$ cat src/verilog/rename_pkg.sv
// Rename stage widths, sizes, instruction, free-register pair and dispatch entry types
`default_nettype none

package rename_pkg;

    // Group width, instructions renamed per cycle
    localparam int ss = 2;

    // Register number widths
    localparam int arch_bits = 5;
    localparam int preg_count = 64;
    localparam int preg_bits = 6;

    // ROB sizing
    localparam int rob_depth = 8;
    localparam int rob_bits = 3;

    // Queue depths, in groups and in pairs
    localparam int iq_depth = 4;
    localparam int fl_depth = 16;

    // One decoded instruction from the front end
    typedef struct packed {
        logic valid;
        logic [31:0] inst;
        logic [31:0] pc;
        logic [arch_bits-1:0] rs1;
        logic [arch_bits-1:0] rs2;
        logic [arch_bits-1:0] rd;
        // Operand taken from immediate or pc instead of the register file
        logic use_imm1;
        logic use_imm2;
    } inst_info_t;

    // Instruction queue payload
    typedef inst_info_t [ss-1:0] inst_group_t;

    // Free list payload, one new destination per slot
    typedef logic [ss-1:0][preg_bits-1:0] preg_pair_t;

    // Renamed instruction for the reservation station and ROB
    typedef struct packed {
        logic [rob_bits-1:0] rob_id;
        logic [preg_bits-1:0] prs1;
        logic [preg_bits-1:0] prs2;
        logic [preg_bits-1:0] prd;
        logic rs1_ready;
        logic rs2_ready;
        // Producer ROB ids of the source operands
        logic [rob_bits-1:0] rs1_source;
        logic [rob_bits-1:0] rs2_source;
        inst_info_t info;
    } dispatch_entry_t;

endpackage : rename_pkg

`default_nettype wire

$ cat src/verilog/rename_if.sv
// Interfaces rat_if and preg_status_if with requester and table modports
`timescale 1ns/10ps
`default_nettype none

// Register alias table lookup and update
interface rat_if;
    import rename_pkg::*;

    // Architectural sources and destination per slot
    logic [arch_bits-1:0] rs1 [ss];
    logic [arch_bits-1:0] rs2 [ss];
    logic [arch_bits-1:0] rd [ss];
    // New physical destination, written on rename
    logic [preg_bits-1:0] prd [ss];
    logic rename;
    // Mapped physical sources
    logic [preg_bits-1:0] prs1 [ss];
    logic [preg_bits-1:0] prs2 [ss];

    modport requester (output rs1, rs2, rd, prd, rename, input prs1, prs2);
    modport tbl (input rs1, rs2, rd, prd, rename, output prs1, prs2);
endinterface : rat_if

// Physical register busy status lookup and set
interface preg_status_if;
    import rename_pkg::*;

    logic [preg_bits-1:0] prs1 [ss];
    logic [preg_bits-1:0] prs2 [ss];
    logic [preg_bits-1:0] prd [ss];
    logic [rob_bits-1:0] rob_id [ss];
    // Slot writes a real destination, not x0
    logic rd_valid [ss];
    logic set;
    // Status of each source
    logic rs1_busy [ss];
    logic rs2_busy [ss];
    logic [rob_bits-1:0] rs1_src [ss];
    logic [rob_bits-1:0] rs2_src [ss];

    modport requester (output prs1, prs2, prd, rob_id, rd_valid, set,
                       input rs1_busy, rs2_busy, rs1_src, rs2_src);
    modport tbl (input prs1, prs2, prd, rob_id, rd_valid, set,
                 output rs1_busy, rs2_busy, rs1_src, rs2_src);
endinterface : preg_status_if

`default_nettype wire

$ cat src/verilog/sync_fifo.sv
// Synchronous circular-buffer FIFO with a payload type parameter
`timescale 1ns/10ps
`default_nettype none

module sync_fifo #(
    parameter type payload_t = logic,
    parameter int depth = 4
) (
    input logic clk,
    input logic rst,
    input logic push,
    input logic pop,
    input payload_t din,
    output payload_t dout,
    output logic full,
    output logic empty
);

    // Storage, pointers wrap naturally for power-of-two depths
    payload_t mem [depth];
    logic [$clog2(depth)-1:0] rd_ptr;
    logic [$clog2(depth)-1:0] wr_ptr;
    logic [$clog2(depth):0] count;
    logic do_push;
    logic do_pop;

    // Push into a full buffer is dropped
    assign do_push = push && !full;
    assign do_pop = pop && !empty;

    assign full = (count == ($clog2(depth)+1)'(depth));
    assign empty = (count == '0);

    // Head entry is always visible
    assign dout = mem[rd_ptr];

    always_ff @(posedge clk) begin
        if (do_push) begin
            mem[wr_ptr] <= din;
        end
    end

    always_ff @(posedge clk) begin
        if (rst) begin
            rd_ptr <= '0;
            wr_ptr <= '0;
            count <= '0;
        end else begin
            if (do_push) begin
                wr_ptr <= wr_ptr + 1'b1;
            end
            if (do_pop) begin
                rd_ptr <= rd_ptr + 1'b1;
            end
            // Occupancy tracks the net change
            case ({do_push, do_pop})
                2'b10: count <= count + 1'b1;
                2'b01: count <= count - 1'b1;
                default: count <= count;
            endcase
        end
    end

endmodule : sync_fifo

`default_nettype wire

$ cat src/verilog/rename_table.sv
// Register alias table with per-slot lookup, paired update and intra-group bypass
`timescale 1ns/10ps
`default_nettype none

module rename_table (
    input logic clk,
    input logic rst,
    rat_if.tbl rat
);
    import rename_pkg::*;

    // Architectural to physical mapping
    logic [preg_bits-1:0] map [2**arch_bits];

    // Update on the rename strobe
    always_ff @(posedge clk) begin
        if (rst) begin
            // Identity map out of reset
            for (int i = 0; i < 2**arch_bits; i++) begin
                map[i] <= preg_bits'(i);
            end
        end else if (rat.rename) begin
            // Later slot overwrites an earlier one on the same rd
            for (int s = 0; s < ss; s++) begin
                // x0 stays bound to physical register 0
                if (rat.rd[s] != '0) begin
                    map[rat.rd[s]] <= rat.prd[s];
                end
            end
        end
    end

    // Lookup sees the table before this group's writes
    always_comb begin
        for (int s = 0; s < ss; s++) begin
            rat.prs1[s] = map[rat.rs1[s]];
            rat.prs2[s] = map[rat.rs2[s]];
            // Older slots in the group rename first, the nearest one wins
            for (int j = 0; j < s; j++) begin
                if (rat.rd[j] != '0 && rat.rd[j] == rat.rs1[s]) begin
                    rat.prs1[s] = rat.prd[j];
                end
                if (rat.rd[j] != '0 && rat.rd[j] == rat.rs2[s]) begin
                    rat.prs2[s] = rat.prd[j];
                end
            end
        end
    end

endmodule : rename_table

`default_nettype wire

$ cat src/verilog/preg_status.sv
// Physical register busy bits and producer ROB ids with writeback clear
`timescale 1ns/10ps
`default_nettype none

module preg_status (
    input logic clk,
    input logic rst,
    input logic wb_valid,
    input logic [rename_pkg::preg_bits-1:0] wb_preg,
    preg_status_if.tbl st
);
    import rename_pkg::*;

    // One busy bit per physical register
    logic [preg_count-1:0] busy;
    // ROB id of the last dispatched writer
    logic [rob_bits-1:0] producer [preg_count];

    // Busy bits, a set overrides a clear at the same edge
    always_ff @(posedge clk) begin
        if (rst) begin
            busy <= '0;
        end else begin
            if (wb_valid) begin
                busy[wb_preg] <= 1'b0;
            end
            if (st.set) begin
                for (int s = 0; s < ss; s++) begin
                    if (st.rd_valid[s]) begin
                        busy[st.prd[s]] <= 1'b1;
                    end
                end
            end
        end
    end

    // Producer ids follow the busy set
    always_ff @(posedge clk) begin
        if (st.set) begin
            for (int s = 0; s < ss; s++) begin
                if (st.rd_valid[s]) begin
                    producer[st.prd[s]] <= st.rob_id[s];
                end
            end
        end
    end

    // Lookup from registered state
    always_comb begin
        for (int s = 0; s < ss; s++) begin
            // Physical register 0 backs x0 and is never busy
            st.rs1_busy[s] = busy[st.prs1[s]] && (st.prs1[s] != '0);
            st.rs2_busy[s] = busy[st.prs2[s]] && (st.prs2[s] != '0);
            st.rs1_src[s] = producer[st.prs1[s]];
            st.rs2_src[s] = producer[st.prs2[s]];
            // Dependency on an older slot of the same group
            for (int j = 0; j < s; j++) begin
                if (st.rd_valid[j] && st.prd[j] == st.prs1[s]) begin
                    st.rs1_busy[s] = 1'b1;
                    st.rs1_src[s] = st.rob_id[j];
                end
                if (st.rd_valid[j] && st.prd[j] == st.prs2[s]) begin
                    st.rs2_busy[s] = 1'b1;
                    st.rs2_src[s] = st.rob_id[j];
                end
            end
        end
    end

endmodule : preg_status

`default_nettype wire

$ cat src/verilog/rob_id_alloc.sv
// ROB id allocator handing out id pairs and tracking occupancy
`timescale 1ns/10ps
`default_nettype none

module rob_id_alloc (
    input logic clk,
    input logic rst,
    input logic alloc,
    input logic rob_free,
    output logic [rename_pkg::rob_bits-1:0] rob_ids [rename_pkg::ss],
    output logic room
);
    import rename_pkg::*;

    logic [rob_bits-1:0] next_id;
    // One extra bit so a full ROB is representable
    logic [rob_bits:0] count;
    logic [rob_bits:0] add;
    logic [rob_bits:0] sub;

    // Whole group per alloc, one entry per free
    assign add = alloc ? (rob_bits+1)'(ss) : '0;
    // Ignore a free with nothing outstanding
    assign sub = (rob_free && count != '0) ? (rob_bits+1)'(1) : '0;

    always_ff @(posedge clk) begin
        if (rst) begin
            next_id <= '0;
            count <= '0;
        end else begin
            if (alloc) begin
                next_id <= next_id + rob_bits'(ss);
            end
            count <= count + add - sub;
        end
    end

    // Consecutive ids, wrapping with the ROB
    always_comb begin
        for (int s = 0; s < ss; s++) begin
            rob_ids[s] = next_id + rob_bits'(s);
        end
    end

    // Enough free entries for a full group
    assign room = (count <= (rob_bits+1)'(rob_depth - ss));

endmodule : rob_id_alloc

`default_nettype wire

$ cat src/verilog/dispatcher.sv
// Dispatcher with pop decision, rename requests, operand readiness and entry register
`timescale 1ns/10ps
`default_nettype none

module dispatcher (
    input logic clk,
    input logic rst,
    input logic rs_full,
    input logic iq_empty,
    input logic fl_empty,
    input logic room,
    input rename_pkg::inst_group_t group,
    input rename_pkg::preg_pair_t free_pregs,
    input logic [rename_pkg::rob_bits-1:0] rob_ids [rename_pkg::ss],
    rat_if.requester rat,
    preg_status_if.requester st,
    output logic pop,
    output logic entry_valid,
    output rename_pkg::dispatch_entry_t entry [rename_pkg::ss]
);
    import rename_pkg::*;

    dispatch_entry_t next_entry [ss];

    // Group, free registers and ROB ids all available and RS can accept
    assign pop = !rs_full && !iq_empty && !fl_empty && room;

    // Same strobe renames, marks busy and allocates
    assign rat.rename = pop;
    assign st.set = pop;

    // RAT requests straight from the queue head
    always_comb begin
        for (int s = 0; s < ss; s++) begin
            rat.rs1[s] = group[s].rs1;
            rat.rs2[s] = group[s].rs2;
            rat.rd[s] = group[s].rd;
            rat.prd[s] = free_pregs[s];
        end
    end

    // Status lookups on the mapped sources
    always_comb begin
        for (int s = 0; s < ss; s++) begin
            st.prs1[s] = rat.prs1[s];
            st.prs2[s] = rat.prs2[s];
            st.prd[s] = free_pregs[s];
            st.rob_id[s] = rob_ids[s];
            // x0 destination consumes a register but marks nothing
            st.rd_valid[s] = (group[s].rd != '0);
        end
    end

    // Build the entries
    always_comb begin
        for (int s = 0; s < ss; s++) begin
            next_entry[s].rob_id = rob_ids[s];
            next_entry[s].prs1 = rat.prs1[s];
            next_entry[s].prs2 = rat.prs2[s];
            next_entry[s].prd = free_pregs[s];
            // Immediate or pc operand needs no producer
            next_entry[s].rs1_ready = group[s].use_imm1 || !st.rs1_busy[s];
            next_entry[s].rs2_ready = group[s].use_imm2 || !st.rs2_busy[s];
            next_entry[s].rs1_source = st.rs1_src[s];
            next_entry[s].rs2_source = st.rs2_src[s];
            next_entry[s].info = group[s];
        end
    end

    // Valid follows pop by one cycle
    always_ff @(posedge clk) begin
        if (rst) begin
            entry_valid <= 1'b0;
        end else begin
            entry_valid <= pop;
        end
    end

    // Entry holds under back-pressure
    always_ff @(posedge clk) begin
        if (pop) begin
            for (int s = 0; s < ss; s++) begin
                entry[s] <= next_entry[s];
            end
        end
    end

endmodule : dispatcher

`default_nettype wire

$ cat src/verilog/rename_dispatch_top.sv
// Rename and dispatch top level with instruction queue, free list, RAT, status and ROB ids
`timescale 1ns/10ps
`default_nettype none

module rename_dispatch_top (
    input logic clk,
    input logic rst,
    input logic inst_push,
    input logic free_push,
    input logic rs_full,
    input logic wb_valid,
    input logic rob_free,
    input rename_pkg::inst_group_t inst_group,
    input rename_pkg::preg_pair_t free_pair,
    input logic [rename_pkg::preg_bits-1:0] wb_preg,
    output logic iq_full,
    output logic entry_valid,
    output rename_pkg::dispatch_entry_t entry [rename_pkg::ss]
);
    import rename_pkg::*;

    logic pop;
    logic iq_empty;
    logic fl_empty;
    logic room;
    inst_group_t head_group;
    preg_pair_t free_pregs;
    logic [rob_bits-1:0] rob_ids [ss];

    rat_if rat_bus ();
    preg_status_if status_bus ();

    // Decoded groups waiting for rename
    sync_fifo #(
        .payload_t(inst_group_t),
        .depth(iq_depth)
    ) inst_queue_i (
        .clk(clk),
        .rst(rst),
        .push(inst_push),
        .pop(pop),
        .din(inst_group),
        .dout(head_group),
        .full(iq_full),
        .empty(iq_empty)
    );

    // Free physical registers, refilled by retirement
    sync_fifo #(
        .payload_t(preg_pair_t),
        .depth(fl_depth)
    ) free_list_i (
        .clk(clk),
        .rst(rst),
        .push(free_push),
        .pop(pop),
        .din(free_pair),
        .dout(free_pregs),
        .full(),
        .empty(fl_empty)
    );

    rename_table rename_table_i (
        .clk(clk),
        .rst(rst),
        .rat(rat_bus.tbl)
    );

    preg_status preg_status_i (
        .clk(clk),
        .rst(rst),
        .wb_valid(wb_valid),
        .wb_preg(wb_preg),
        .st(status_bus.tbl)
    );

    rob_id_alloc rob_id_alloc_i (
        .clk(clk),
        .rst(rst),
        .alloc(pop),
        .rob_free(rob_free),
        .rob_ids(rob_ids),
        .room(room)
    );

    dispatcher dispatcher_i (
        .clk(clk),
        .rst(rst),
        .rs_full(rs_full),
        .iq_empty(iq_empty),
        .fl_empty(fl_empty),
        .room(room),
        .group(head_group),
        .free_pregs(free_pregs),
        .rob_ids(rob_ids),
        .rat(rat_bus.requester),
        .st(status_bus.requester),
        .pop(pop),
        .entry_valid(entry_valid),
        .entry(entry)
    );

endmodule : rename_dispatch_top

`default_nettype wire

$ cat config.mk
export PLATFORM = sky130hd
export DESIGN_NAME = rename_dispatch_top
export DESIGN_NICKNAME = d
export VERILOG_FILES = /design/src/verilog/rename_pkg.sv /design/src/verilog/rename_if.sv /design/src/verilog/sync_fifo.sv /design/src/verilog/rename_table.sv /design/src/verilog/preg_status.sv /design/src/verilog/rob_id_alloc.sv /design/src/verilog/dispatcher.sv /design/src/verilog/rename_dispatch_top.sv
export SDC_FILE = /design/constraint.sdc
export NUM_CORES = 2
export LEC_CHECK = 0
export BUFFER_PORTS_ARGS = -buffer_cell sky130_fd_sc_hd__clkbuf_2
export CORE_UTILIZATION = 40
export CTS_CLUSTER_SIZE = 24
export DETAILED_ROUTE_END_ITERATION = 12
export PLACE_DENSITY = 0.6
export SKIP_CTS_REPAIR_TIMING = 1
export SLEW_MARGIN = 20
export SYNTH_ARGS = -nofsm -noshare
export SYNTH_HDL_FRONTEND = slang
export SYNTH_SLANG_ARGS = --single-unit
export TNS_END_PERCENT = 30
$ cat constraint.sdc
create_clock -name clk -period 41.3 [get_ports clk]
set_input_delay 4.13 -clock clk [delete_from_list [all_inputs] [get_ports clk]]
set_output_delay 4.13 -clock clk [all_outputs]
set_load 0.02 [all_outputs]
==> run summary <==
run status = completed
cell count after synthesis = 5276
register area share after synthesis = 61.23%
pin count of the biggest net entering global routing = 132
number of hold violations in the final report = 0
Post-Route Skew = 0.08360 ns
slowest library cell on the worst path = sky130_fd_sc_hd__a2111oi_0
fraction of final layout cells sized beyond drive strength 1 = 22.03%
number of nets in the layout = 5835
end point of the most critical hold path = inst_queue_i.count[2]
maximum clock frequency = 0.1334 GHz
top cells by area, synth = sky130_fd_sc_hd__edfxtp_1, sky130_fd_sc_hd__mux4_2, sky130_fd_sc_hd__mux2i_1, sky130_fd_sc_hd__dfxtp_1, sky130_fd_sc_hd__nand2_1
combinational group share of total power = 32.3%
number of buffers created by CTS = 168
TritonCTS clock tree = yes
via-per-instance ratio = 6.215
number of antenna violations at the first check in global routing = 55
Post-synth top cells = sky130_fd_sc_hd__edfxtp_1, sky130_fd_sc_hd__mux2i_1, sky130_fd_sc_hd__nand2_1
net switching power figure = 1821 uW
Final GP Congestion = 1.032
global route overflow = 0
full die area = 187400 sq um
Post-synth EDFFs = 1450
final routed DRC violation total = 0
total detailed-routing wirelength = 262.2 mm
RSZ-0062 raised after global routing = false
dominant cell type by area after synthesis = sky130_fd_sc_hd__edfxtp_1
global-route usage over all layers = 27.48%
library cells used by synthesis = 103
Critical Path Most Common Cell = sky130_fd_sc_hd__buf_4
most repeated cell in the gate-level netlist after synthesis = sky130_fd_sc_hd__edfxtp_1
cell internal power dissipation = 3192 uW
Critical R2R Capture = dispatcher_i.entry[82]
wire length of the first global-routing pass = 366.9 mm
setup-violating endpoint count in the final report = 0
mean post-synth cell area = 14.08 sq um
slowest stage delay, CP = 1.06 ns
placed wire-length estimate = 175.3 mm
number of cells on the worst hold path = 2
first-pass iteration count of the detailed router = 8
leading register cell type out of synthesis = sky130_fd_sc_hd__edfxtp_1
power per standard cell area = 59.57 nW/um^2
reg-to-reg setup timing slack = 33.81 ns
via count of the first global-routing pass = 48930
setup_tns = 0 ns
classification of the worst-slack hold path = reg2reg
Worst Hold Margin = 0.4988 ns
H-tree level count = 4
hold path startpoint = inst_queue_i.count[2]
number of nets still failing antenna checks after routing = 0
Top-Level Pins = 413
area growth from synthesis to final layout = 13.28%
vias after detailed routing = 51220
clock period minus worst slack = 7.494 ns
clock transition at the registers of the reported paths = 0.06 ns
Clk Tree Root Cell = sky130_fd_sc_hd__clkbuf_16
horizontal extent of the die = 432.9 um
Critical Path Sink Type = register
headroom to the max-slew limit = 14.77%
Netlist Area Pre-Place = 74280 sq um
Max Fanout on Critical Path = 92
LEAKAGE = 0.02903 uW
Yosys top cell area share = 58.62%
transition time at the pin with the least slew margin = 1.277 ns
fill cell instance count of the final layout = 16340
peak supply drop = 43.35 uV
max-capacitance violation count = 0
DR iter-0 viols = 7536
cells along the critical path = buf_12 > mux4_2 > buf_4 > nor2_1 > a211oi_1 > a2111oi_0 > nor3_1 > and3_1 > a21o_2 > buf_4 > clkinv_2 > buf_4 > mux4_2 > a22oi_1 > nand3_1 > o2111ai_1 > o31ai_1
initial core utilization = 40.40%
data arrival time of the critical path = 8.02 ns
critical path startpoint category = register
number of port buffers = 410
share of total power in the clock network = 30.2%
clock sink count = 1547
Std-Cell Core Area = 183900 sq um
Yosys warning total = 0
share of synthesized registers carrying an async set or reset = 0%
insertion delay to the later sink of the worst-skew pair = 0.85 ns
number of synthesized register bits = 1547
per-cell routed wire length = 31.81 um
Required @ worst endpoint = 41.82 ns
max-slew violation count = 0
std cell rows = 157
post-route fraction of the period consumed by the critical path = 18.14%
Register-to-Register Path Depth = 17
type of the setup path with the least slack = reg2reg
fraction of power spent switching nets = 36.33%
sequential group share of total power = 37.5%
buffers from clock root to sink, at most = 3
die height = 432.9 um
-- kinds of logic after synthesis --
group           share of synthesized area [%]
fa+ha+maj                              0.4009
mux                                     19.22
compound gates                          7.334
flops                                   61.23
other cells                           0.01011
xor+xnor                               0.4598
simple gates                            8.018
buf+inv                                 3.328
-- worst max-delay path by stage --
stage	startpoint	to	slack [ns]	depth (start not counted)
after floorplan	rs_full	dispatcher_i.entry[0]	1.90	1
after global placement	rs_full	rename_table_i.map[3][1]	33.81	9
after detailed placement	rs_full	rename_table_i.map[3][0]	33.82	9
after CTS	register	dispatcher_i.entry[194]	33.93	12
after global routing	register	dispatcher_i.entry[195]	33.64	15
final	register	dispatcher_i.entry[82]	33.81	17
-- power groups by stage --
| stage | clock network (uW) | logic [uW] | registers, uW |
|---|---|---|---|
| after floorplan | 0 | 996 | 1980 |
| after CTS | 1540 | 1560 | 1880 |
| after global placement | 0 | 1550 | 1910 |
| after global routing | 1590 | 1650 | 1890 |
| final | 1510 | 1620 | 1880 |
| after detailed placement | 0 | 1560 | 1910 |
-- metal layers --
layer  global-route usage [%]  routed length (um)
met2                    41.04              115500
met3                    8.422               31230
met1                    35.63               98930
met5                        0                 268
met4                    15.11               16250
-- worst max-delay path: cells and delay by family (launching register included) --
kind | cells | cell delay, ns
AOI/OAI and AO/OA | 6 | 2.20
buffers and inverters | 5 | 2.05
muxes | 2 | 1.01
DFF | 1 | 0.91
and+or+nand+nor | 4 | 0.73
-- sequential cells by signal, indices dropped and copies added, names as in the netlist, 3 cells and up, named ones only --
signal and count:
preg_status_i.producer 192, free_list_i.rd_ptr 4, rob_id_alloc_i.count 4, preg_status_i.busy 64, free_list_i.wr_ptr 4, inst_queue_i.mem 656, free_list_i.mem 192, dispatcher_i.entry 218
free_list_i.count 5, inst_queue_i.count 3, rename_table_i.map 192
-- cells in the final DEF, fill, tap and decap left out, drive strengths merged, types with 10 or more instances in the layout --
| master | n |
|---|---|
| ha | 19 |
| xor2 | 17 |
| a221oi | 16 |
| a2111oi | 10 |
| inv | 123 |
| nand2b | 28 |
| a22oi | 69 |
| bufinv | 13 |
| diode | 12 |
| and2 | 27 |
| mux4 | 329 |
| o22ai | 54 |
| edfxtp | 1450 |
| mux2 | 102 |
| xnor2 | 22 |
| a22o | 13 |
| a32oi | 27 |
| nor2b | 26 |
| nor2 | 337 |
| nand3 | 199 |
| clkbuf | 606 |
| nand4 | 23 |
| o211ai | 21 |
| nor4 | 12 |
| clkinv | 97 |
| or2 | 13 |
| nand2 | 472 |
| dfxtp | 97 |
| buf | 112 |
| a211oi | 24 |
| nor3 | 83 |
| or3 | 29 |
| a21oi | 294 |
| a31oi | 54 |
| mux2i | 567 |
| o21ai | 212 |
| and3 | 30 |
-- stage by stage --
| stage | total power (uW) | cells | worst slack, ns | util, % | instance area, sq um |
|---|---|---|---|---|---|
| final | 5013 | 8241 | 33.81 | 45.77 | 84150 |
| after global routing | 5134 | 8238 | 33.64 | 45.76 | 84140 |
| after CTS | 4983 | 8229 | 33.93 | 45.74 | 84110 |
| after detailed placement | 3472 | 7918 | 33.82 | 42.71 | 78540 |
| after global placement | 3460 | 7918 | 33.81 | 42.71 | 78530 |
| after floorplan | 2975 | 5282 | 1.902 | - | 74310 |
-- area by class of cell --
type / instances / area (sq um) / share of cell area (%)
Clock buffer: 197 / 4375 / 5.199
Antenna cell: 12 / 30.03 / 0.03568
Inverter: 128 / 484.2 / 0.5754
Tap cell: 2464 / 3083 / 3.664
Multi-Input combinational cell: 3258 / 26520 / 31.51
Timing Repair Buffer: 521 / 2963 / 3.521
Clock inverter: 114 / 1197 / 1.423
Sequential cell: 1547 / 45500 / 54.07
No activity file was read; power rests on OpenSTA's default activity.
